===== src/lsu_settings.svh =====
////////////////////////////////////////
// lsu settings: widths, axi id and sram
// depth and latency for the memory stage
////////////////////////////////////////
`ifndef LSU_SETTINGS_SVH
`define LSU_SETTINGS_SVH

`define LSU_XLEN 32        // data width
`define LSU_ALEN 32        // byte address width

`define LSU_AXI_ID 4'h1    // same id on read and write

`define LSU_MEM_WORDS 1024 // sram depth in words
`define LSU_MEM_RD_LAT 2   // ar accept to rvalid

`endif


===== src/lsu_pkg.sv =====
////////////////////////////////////////
// lsu package: stage records and axi4
// channel payload types
////////////////////////////////////////
`include "lsu_settings.svh"

package lsu_pkg;

    typedef logic [`LSU_XLEN-1:0]   word_t;
    typedef logic [`LSU_ALEN-1:0]   addr_t;
    typedef logic [`LSU_XLEN/8-1:0] strb_t;
    typedef logic [4:0]             reg_idx_t;
    typedef logic [3:0]             axi_id_t;
    typedef logic [1:0]             axi_resp_t;

    typedef enum logic [1:0] {
        op_none  = 2'd0,
        op_load  = 2'd1,
        op_store = 2'd2
    } mem_op_t;

    typedef enum logic [1:0] {
        st_idle,
        st_read,
        st_write,
        st_hold
    } lsu_state_t;

    typedef struct packed {
        addr_t      pc;
        mem_op_t    op;
        logic [2:0] funct3;
        addr_t      addr;       // execute result
        word_t      store_data;
        reg_idx_t   rd;
        logic       reg_wen;
    } ex_to_mem_t;

    typedef struct packed {
        addr_t    pc;
        word_t    result;
        reg_idx_t rd;
        logic     reg_wen;
        logic     bus_error;
    } mem_to_wb_t;

    typedef struct packed {
        addr_t      addr;
        axi_id_t    id;
        logic [7:0] len;
        logic [2:0] size;
        logic [1:0] burst;
    } axi_ax_t;

    typedef struct packed {
        word_t data;
        strb_t strb;
        logic  last;
    } axi_w_t;

    typedef struct packed {
        word_t     data;
        axi_resp_t resp;
        logic      last;
        axi_id_t   id;
    } axi_r_t;

    typedef struct packed {
        axi_resp_t resp;
        axi_id_t   id;
    } axi_b_t;

endpackage


===== src/load_align.sv =====
////////////////////////////////////////
// load align: picks the addressed byte or
// halfword of a read beat and extends it
////////////////////////////////////////
`timescale 1ns/1ps

module load_align import lsu_pkg::*; (
    input  word_t      rdata,
    input  logic [1:0] offset,
    input  logic [2:0] funct3,
    output word_t      data
);

    logic [7:0]  byte_sel;
    logic [15:0] half_sel;

    always_comb begin
        case (offset)
            2'd0:    byte_sel = rdata[7:0];
            2'd1:    byte_sel = rdata[15:8];
            2'd2:    byte_sel = rdata[23:16];
            default: byte_sel = rdata[31:24];
        endcase
    end

    // halfwords are even, so offset[1] picks the lane
    assign half_sel = offset[1] ? rdata[31:16] : rdata[15:0];

    always_comb begin
        case (funct3)
            3'b000: begin                                  // lb
                data = {{24{byte_sel[7]}}, byte_sel};
            end
            3'b001: begin                                  // lh
                data = {{16{half_sel[15]}}, half_sel};
            end
            3'b010: begin                                  // lw
                data = rdata;
            end
            3'b100: begin                                  // lbu
                data = {24'd0, byte_sel};
            end
            3'b101: begin                                  // lhu
                data = {16'd0, half_sel};
            end
            default: begin
                data = '0;
            end
        endcase
    end

endmodule


===== src/store_align.sv =====
////////////////////////////////////////
// store align: moves store data to its
// byte lane and builds the write strobe
////////////////////////////////////////
`timescale 1ns/1ps

module store_align import lsu_pkg::*; (
    input  word_t      data,
    input  logic [2:0] funct3,
    input  logic [1:0] offset,
    output word_t      wdata,
    output strb_t      wstrb
);

    logic [4:0] shift;

    assign shift = {offset, 3'b000};        // bytes to bits
    assign wdata = data << shift;

    always_comb begin
        case (funct3)
            3'b000: begin                   // sb
                wstrb = strb_t'(4'b0001 << offset);
            end
            3'b001: begin                   // sh, shifted like sb
                wstrb = strb_t'(4'b0011 << offset);
            end
            3'b010: begin                   // sw
                wstrb = 4'b1111;
            end
            default: begin
                wstrb = '0;
            end
        endcase
    end

endmodule


===== src/lsu_stage.sv =====
////////////////////////////////////////
// lsu stage: rv32i memory access, one
// record at a time over single-beat axi4
////////////////////////////////////////
`timescale 1ns/1ps
`include "lsu_settings.svh"

module lsu_stage import lsu_pkg::*; (
    input  logic       clock,
    input  logic       reset,
    input  ex_to_mem_t in_rec,
    input  logic       in_valid,
    output logic       in_ready,
    output mem_to_wb_t out_rec,
    output logic       out_valid,
    input  logic       out_ready,
    output axi_ax_t    ar,
    output logic       arvalid,
    input  logic       arready,
    output axi_ax_t    aw,
    output logic       awvalid,
    input  logic       awready,
    output axi_w_t     w,
    output logic       wvalid,
    input  logic       wready,
    input  axi_r_t     r,
    input  logic       rvalid,
    output logic       rready,
    input  axi_b_t     b,
    input  logic       bvalid,
    output logic       bready
);

    lsu_state_t state;
    ex_to_mem_t rec_q;
    word_t      result_q;
    logic       bus_error_q;
    word_t      load_data;
    word_t      store_wdata;
    strb_t      store_strb;
    axi_ax_t    ax_req;
    logic       accept;
    logic       r_fire;
    logic       b_fire;

    assign accept    = in_valid && in_ready;
    assign r_fire    = rvalid && rready;
    assign b_fire    = bvalid && bready;
    assign in_ready  = (state == st_idle);
    assign out_valid = (state == st_hold);
    assign rready    = (state == st_read);
    assign bready    = (state == st_write);

    always_ff @(posedge clock) begin
        if (accept) begin
            rec_q <= in_rec;
        end
    end

    always_ff @(posedge clock) begin
        if (reset) begin
            state   <= st_idle;
            arvalid <= 1'b0;
            awvalid <= 1'b0;
            wvalid  <= 1'b0;
        end else begin
            case (state)
                st_idle: begin
                    if (accept) begin
                        case (in_rec.op)
                            op_load: begin
                                state   <= st_read;
                                arvalid <= 1'b1;
                            end
                            op_store: begin
                                state   <= st_write;
                                awvalid <= 1'b1;
                                wvalid  <= 1'b1;
                            end
                            default: begin
                                state <= st_hold;   // pass-through
                            end
                        endcase
                    end
                end
                st_read: begin
                    if (arready) begin
                        arvalid <= 1'b0;
                    end
                    if (r_fire) begin
                        state <= st_hold;
                    end
                end
                st_write: begin
                    if (awready) begin
                        awvalid <= 1'b0;
                    end
                    if (wready) begin
                        wvalid <= 1'b0;
                    end
                    if (b_fire) begin
                        state <= st_hold;
                    end
                end
                default: begin
                    if (out_ready) begin
                        state <= st_idle;
                    end
                end
            endcase
        end
    end

    always_ff @(posedge clock) begin
        if (accept) begin
            result_q    <= in_rec.addr;
            bus_error_q <= 1'b0;
        end else if (r_fire) begin
            result_q    <= load_data;
            bus_error_q <= (r.resp != 2'b00);
        end else if (b_fire) begin
            result_q    <= '0;                  // stores write nothing back
            bus_error_q <= (b.resp != 2'b00);
        end
    end

    load_align i_load_align (
        .rdata  (r.data),
        .offset (rec_q.addr[1:0]),
        .funct3 (rec_q.funct3),
        .data   (load_data)
    );

    store_align i_store_align (
        .data   (rec_q.store_data),
        .funct3 (rec_q.funct3),
        .offset (rec_q.addr[1:0]),
        .wdata  (store_wdata),
        .wstrb  (store_strb)
    );

    assign ax_req = '{addr: rec_q.addr, id: `LSU_AXI_ID, len: 8'd0, size: 3'd2, burst: 2'd0};
    assign ar     = ax_req;
    assign aw     = ax_req;
    assign w      = '{data: store_wdata, strb: store_strb, last: 1'b1};

    assign out_rec = '{pc: rec_q.pc, result: result_q, rd: rec_q.rd,
                       reg_wen: rec_q.reg_wen, bus_error: bus_error_q};

    a_load_funct3: assert property (@(posedge clock) disable iff (reset)
        accept && in_rec.op == op_load
        |-> in_rec.funct3 inside {3'b000, 3'b001, 3'b010, 3'b100, 3'b101});

    a_store_funct3: assert property (@(posedge clock) disable iff (reset)
        accept && in_rec.op == op_store |-> in_rec.funct3 inside {3'b000, 3'b001, 3'b010});

    a_half_align: assert property (@(posedge clock) disable iff (reset)
        accept && in_rec.op inside {op_load, op_store} && in_rec.funct3[1:0] == 2'b01
        |-> !in_rec.addr[0]);

    a_word_align: assert property (@(posedge clock) disable iff (reset)
        accept && in_rec.op inside {op_load, op_store} && in_rec.funct3[1:0] == 2'b10
        |-> in_rec.addr[1:0] == 2'b00);

    // one channel direction at a time
    a_ar_aw_excl: assert property (@(posedge clock) disable iff (reset)
        !(arvalid && awvalid));

endmodule


===== config.mk =====
export PLATFORM = sky130hd
export DESIGN_NAME = lsu_stage
export DESIGN_NICKNAME = d
export VERILOG_FILES = /design/src/lsu_pkg.sv /design/src/load_align.sv /design/src/store_align.sv /design/src/lsu_stage.sv
export VERILOG_INCLUDE_DIRS = /design/src
export SDC_FILE = /design/constraint.sdc
export NUM_CORES = 1
export LEC_CHECK = 0
export BUFFER_PORTS_ARGS = -buffer_cell sky130_fd_sc_hd__buf_2
export CAP_MARGIN = 15
export CORE_AREA = 2 2 147 149
export CTS_CLUSTER_DIAMETER = 80
export DETAILED_ROUTE_END_ITERATION = 8
export DIE_AREA = 0 0 149 151
export PLACE_DENSITY = 0.76
export SETUP_SLACK_MARGIN = 0.15
export SYNTH_ARGS = -nofsm -noshare
export SYNTH_HDL_FRONTEND = slang
export SYNTH_HIERARCHICAL = 1
export SYNTH_SLANG_ARGS = --single-unit

===== constraint.sdc =====
create_clock -name clock -period 6.34 [get_ports clock]
set_input_delay 1.902 -clock clock [delete_from_list [all_inputs] [get_ports clock]]
set_output_delay 1.902 -clock clock [all_outputs]
set_load 0.02 [all_outputs]

**Yosys cells after proc, flatten, opt, wreduce, memory -nomap -nowiden**

Cells that the tools add are included.

- Bits in registers: 143
- Output and inout port bits: 213
- Input bits: 161

- Mux-type cells: 25
- Reduce and logical (&&, ||, !) cells: 17
- Equal/unequal tests: 19
- Shift-type cells: 3

Operators by type and width:

| kind | count |
|---|---|
| $pmux 32 s5 | 1 |
| $mux 32 | 3 |
| $shl 32x5->32 | 1 |
| $pmux 8 s3 | 1 |
| $mux 16 | 1 |
| $reduce_and 4->1 | 4 |
| $pmux 4 s3 | 1 |
| $ne 2x1->1 const B | 5 |
| $reduce_bool 2->1 | 5 |
| $mux 1 | 9 |
| $eq 2x2->1 const B | 4 |
| $mux 2 | 4 |
| $eq 2x1->1 const B | 3 |
| $eq 3x3->1 const B | 2 |
| $ne 2x2->1 const B | 3 |
| $pmux 1 s2 | 3 |
| $pmux 2 s3 | 1 |
| $logic_not 2->1 | 2 |
| $pmux 2 s2 | 1 |
| $reduce_bool 4->1 | 1 |
| $shl 1x2->4 const A | 1 |
| $shl 2x2->4 const A | 1 |
| $eq 3x1->1 const B | 1 |
| $eq 3x2->1 const B | 1 |
| 3 further kinds | 5 |

**Depth between registers and ports, before layout**

- Depth in word-level cells: 5
- Mapped depth: 7
- Mapped depth without buffers: 5

**Cells and area by module**

The synthesis kept the hierarchy.

By module, submodules not included:

| module | cells each | instances | area an instance (sq um) |
|---|---|---|---|
| lsu_stage | 372 | 1 | 5970.7 |
| load_align | 133 | 1 | 1044.8 |
| store_align | 77 | 1 | 601.8 |

**Worst setup path after synthesis**

Ideal clock, no wire load.

- Kind: input to register
- From: input in_valid
- To: register result_q[18] (data pin)
- Arrival: 5.661 ns
- Data required time: 6.194 ns
- Library setup time: 0.146 ns
- Path slack: 0.533 ns
- Stages on the path: 4
- Path buffers: 2
- Cell sequence: and2_1 buf_2 buf_1 a22o_1

- Longest elaborated chain between the ends: 2

RTL lines:

| element | line | text |
|---|---|---|
| start, declared | lsu_stage.sv:12 | `input logic in_valid,` |
| $logic_and 1x1->1 | lsu_stage.sv:46 | `assign accept = in_valid && in_ready;` |
| net accept | lsu_stage.sv:42 | `logic accept;` |
| $mux 32 | lsu_stage.sv:115 | `if (accept) begin` |
| end signal, assigned | lsu_stage.sv:116 | `result_q <= in_rec.addr;` |
| end signal, assigned | lsu_stage.sv:119 | `result_q <= load_data;` |
| end, declared | lsu_stage.sv:36 | `word_t result_q;` |

The timed path passes the listed nets, and every way through them passes these cells.
A chain may end at the register's enable or synchronous reset.

==> flow_metrics.env <==
export IMPL_status="complete, no violations"
export IMPL_final_setup_tns_ns=0
export IMPL_syn_avg_cell_area_um2=13.09
export IMPL_synth_seq_area_share_pct=55.58
export IMPL_critPathLaunchType="register"
export IMPL_finalCritPeriodShare_pct=65.28
export IMPL_cts_tree="done"
export IMPL_hold_buffers=0
export IMPL_path_clk_slew_ns=0.06
export IMPL_core_area_um2=20820
export IMPL_worst_path_max_delay_cell="nor2b_1"
export IMPL_fin_hold_ws_ns=0.4688
export IMPL_crit_arrival_ns=2.24
export IMPL_synth_top_cell_area_share_pct=54.01
export IMPL_critical_path_class="register to primary output"
export IMPL_fillers=1956
export IMPL_path_cells="buf_4 > nor2b_1 > o2bb2ai_1 > buf_2"
export IMPL_nNetsFinal=968
export IMPL_netlist_area_um2=7617
export IMPL_ios=374
export IMPL_clk_path_buf_depth=2
export IMPL_cts_sinks=143
export IMPL_hold_end="awvalid$_SDFFE_PP0P_"
export IMPL_slew_violations=0
export IMPL_r2r_cells=5
export IMPL_grt_antenna_before_repair=6
export IMPL_fin_ws_ns=2.201
export IMPL_cts_buffers=17
export IMPL_holdCritPathClass="register to register"
export IMPL_p_per_area_nw_per_um2=424.3
export IMPL_ys_flop_type="edfxtp_1"
export IMPL_postCtsSetupBuffers=0
export IMPL_max_freq_mhz=241.6
export IMPL_clk_insertion_delay_late_ns=0.42
export IMPL_r2r_end="result_q[11]$_DFFE_PP_"
export IMPL_cp_slowest_stage_delay_ns=0.71
export IMPL_grt_pass1_vias=5077
export IMPL_yosysWarnings=6
export IMPL_min_delay_start="awvalid$_SDFFE_PP0P_"
export IMPL_rsz0062_at_grt="false"
export IMPL_hold_path_depth=2
export IMPL_period_needed_ns=4.139
export IMPL_dieWidth_um=149
export IMPL_cts_root_buf="clkbuf_16"
export IMPL_final_area_um2=9199
export IMPL_drtAntennaViolNets=0
export IMPL_avgViaCountPerCell=4.859
export IMPL_grt_max_degree=63
export IMPL_drc=0
export IMPL_die_area_um2=22500
export IMPL_place_area_um2=8573
export IMPL_dp_cells=1056
export IMPL_drv_cap=0
export IMPL_drt_total_wl_um=20240
export IMPL_leakagePower_nw=3.987
export IMPL_drt_iter0_markers=286
export IMPL_r2r_slack_ns=3.60
export IMPL_dr_pass1_iters=4
export IMPL_clock_skew_ns=0.008104
export IMPL_synth_cell_types=54
export IMPL_post_drt_wl_per_cell_um=18.53
export IMPL_post_cts_resized=0
export IMPL_track_usage_pct=17.05
export IMPL_io_buffers=329
export IMPL_r2r_start="ar[17]$_DFFE_PP_"
export IMPL_grt_pass1_wl_um=28610
export IMPL_synth_edf_count=137
export IMPL_htreeDepth=4
export IMPL_drive_gt1_share_pct=49.08
export IMPL_async_flop_share_pct=0
export IMPL_dp_hpwl_um=15230
export IMPL_final_cells=1092
export IMPL_gp_congestion=0.7853
export IMPL_crit_path_end_kind="primary output"
export IMPL_die_h_um=151
export IMPL_hold_viol=0
export IMPL_worst_slew_pin_slew_ns=0.9797
export IMPL_synth_cells=582
export IMPL_vias=5306
export IMPL_area_delta_synth_final_pct=20.76
export IMPL_cp_max_fo=46
export IMPL_start_util_pct=36.58
export IMPL_worstPathRequired_ns=4.44
export IMPL_synth_top_area_cell="edfxtp_1"
export IMPL_yosys_top_cells_area="edfxtp_1 (54%), buf_4 (14%), mux2i_1 (5.1%)"
export IMPL_place_ws_ns=2.378
export IMPL_grt_ovfl_total=0
export IMPL_ir_worst_vdd_mv=0.2097
export IMPL_num_rows=53
export IMPL_ys_seq_elements=143
export IMPL_max_slew_margin_pct=34.39
export IMPL_setup_viol=0
critical path, delay by kind of cell (launching register included):
kind,cells,cell delay (ns)
AOI/OAI and AO/OA,1,0.18
buffers and inverters,2,0.55
DFF,1,0.36
and+or+nand+nor,1,0.71
cell usage after synthesis, drive strengths merged (3+ instances only):
library cell and count:
buf 163, edfxtp 137, mux2i 39, a22o 32
a21oi 26, nor2 21, a22oi 20, a211oi 17
nor2b 13, mux2 12, and2 9, nand2b 8
o2bb2ai 8, ha 7, a221o 6, clkbuf 6
dfxtp 6, o31ai 6, inv 5, mux4 5
a21boi 3, nand2 3, o21ai 3
layer usage:
metal	GRT usage [%]	share of wire, %	up-vias
met5	0	0.20	-
met3	4.699	5.9	28
met4	6.048	1.8	6
met1	21.15	41	2609
li1	-	-	2462
met2	28.64	51	201
state kept, by name, indices dropped and copies added (netlist names):
name         flops
state            2
out_rec         38
bus_error_q      1
ar              32
wvalid           1
arvalid          1
result_q        32
awvalid          1
rec_q           35
layout make-up:
class	count	area (µm²)	area share, %
clock inverters	15	190.2	2.067
multi-input cells	298	2285	24.84
repair buffers	335	1692	18.39
flip-flops and latches	143	4234	46.03
inverters	5	18.77	0.2040
well taps	275	344.1	3.740
diodes	4	10.01	0.1088
clock buffers	17	425.4	4.625
per-stage QoR:
step / power [mW] / utilization [%]
floorplan: 2.599 / -
global placement: 2.866 / 41.17
detailed placement: 2.893 / 41.17
CTS: 3.942 / 44.13
global route: 4.101 / 44.14
finish: 3.903 / 44.18
worst max path at each step:
stage | startpoint | to | cells past startpoint
global route | ar[17]$_DFFE_PP_ | w[24] | 4
detailed placement | in_valid | result_q[11]$_DFFE_PP_ | 6
CTS | ar[17]$_DFFE_PP_ | w[27] | 4
global placement | in_valid | result_q[2]$_DFFE_PP_ | 6
floorplan | in_valid | result_q[18]$_DFFE_PP_ | 4
finish | ar[17]$_DFFE_PP_ | w[27] | 4
placed cells by master (no fill, tap or decap), drive strengths merged, types with 3 or more instances in the layout:
master / n
a211oi: 17
and2: 9
a221o: 6
nor2b: 13
o2bb2ai: 8
diode: 4
mux4: 5
a21boi: 3
nand2b: 8
nor2: 21
mux2i: 39
ha: 7
a22oi: 20
nand2: 3
buf: 335
mux2: 12
conb: 35
inv: 14
a21oi: 26
clkinv: 3
clkbuf: 17
o21ai: 3
o31ai: 6
edfxtp: 137
a22o: 32
dfxtp: 6
report_power, final:
part | internal [mW] | total (mW) | leakage [nW] | switching [mW]
Sequential | 1.37 | 1.46 | 1.37 | 0.0916
Clock | 0.601 | 1.04 | 0.300 | 0.442
Combinational | 0.451 | 1.40 | 2.32 | 0.951
Total | 2.42 | 3.90 | 3.99 | 1.48
cells by family (layout without fill, tap and decap cells):
family | after synthesis | after routing | share of synthesized area (%)
multiplexers | 56 | 56 | 8.476
adder cells (fa/ha/maj) | 7 | 7 | 1.150
AO/OA/AOI/OAI | 133 | 133 | 13.45
buffers and inverters | 174 | 372 | 16.15
AND/OR/NAND/NOR | 67 | 67 | 5.092
flip-flops | 143 | 143 | 55.58
other | 2 | 39 | 0.09859
Note: power is estimated with default switching activity, not from simulation.
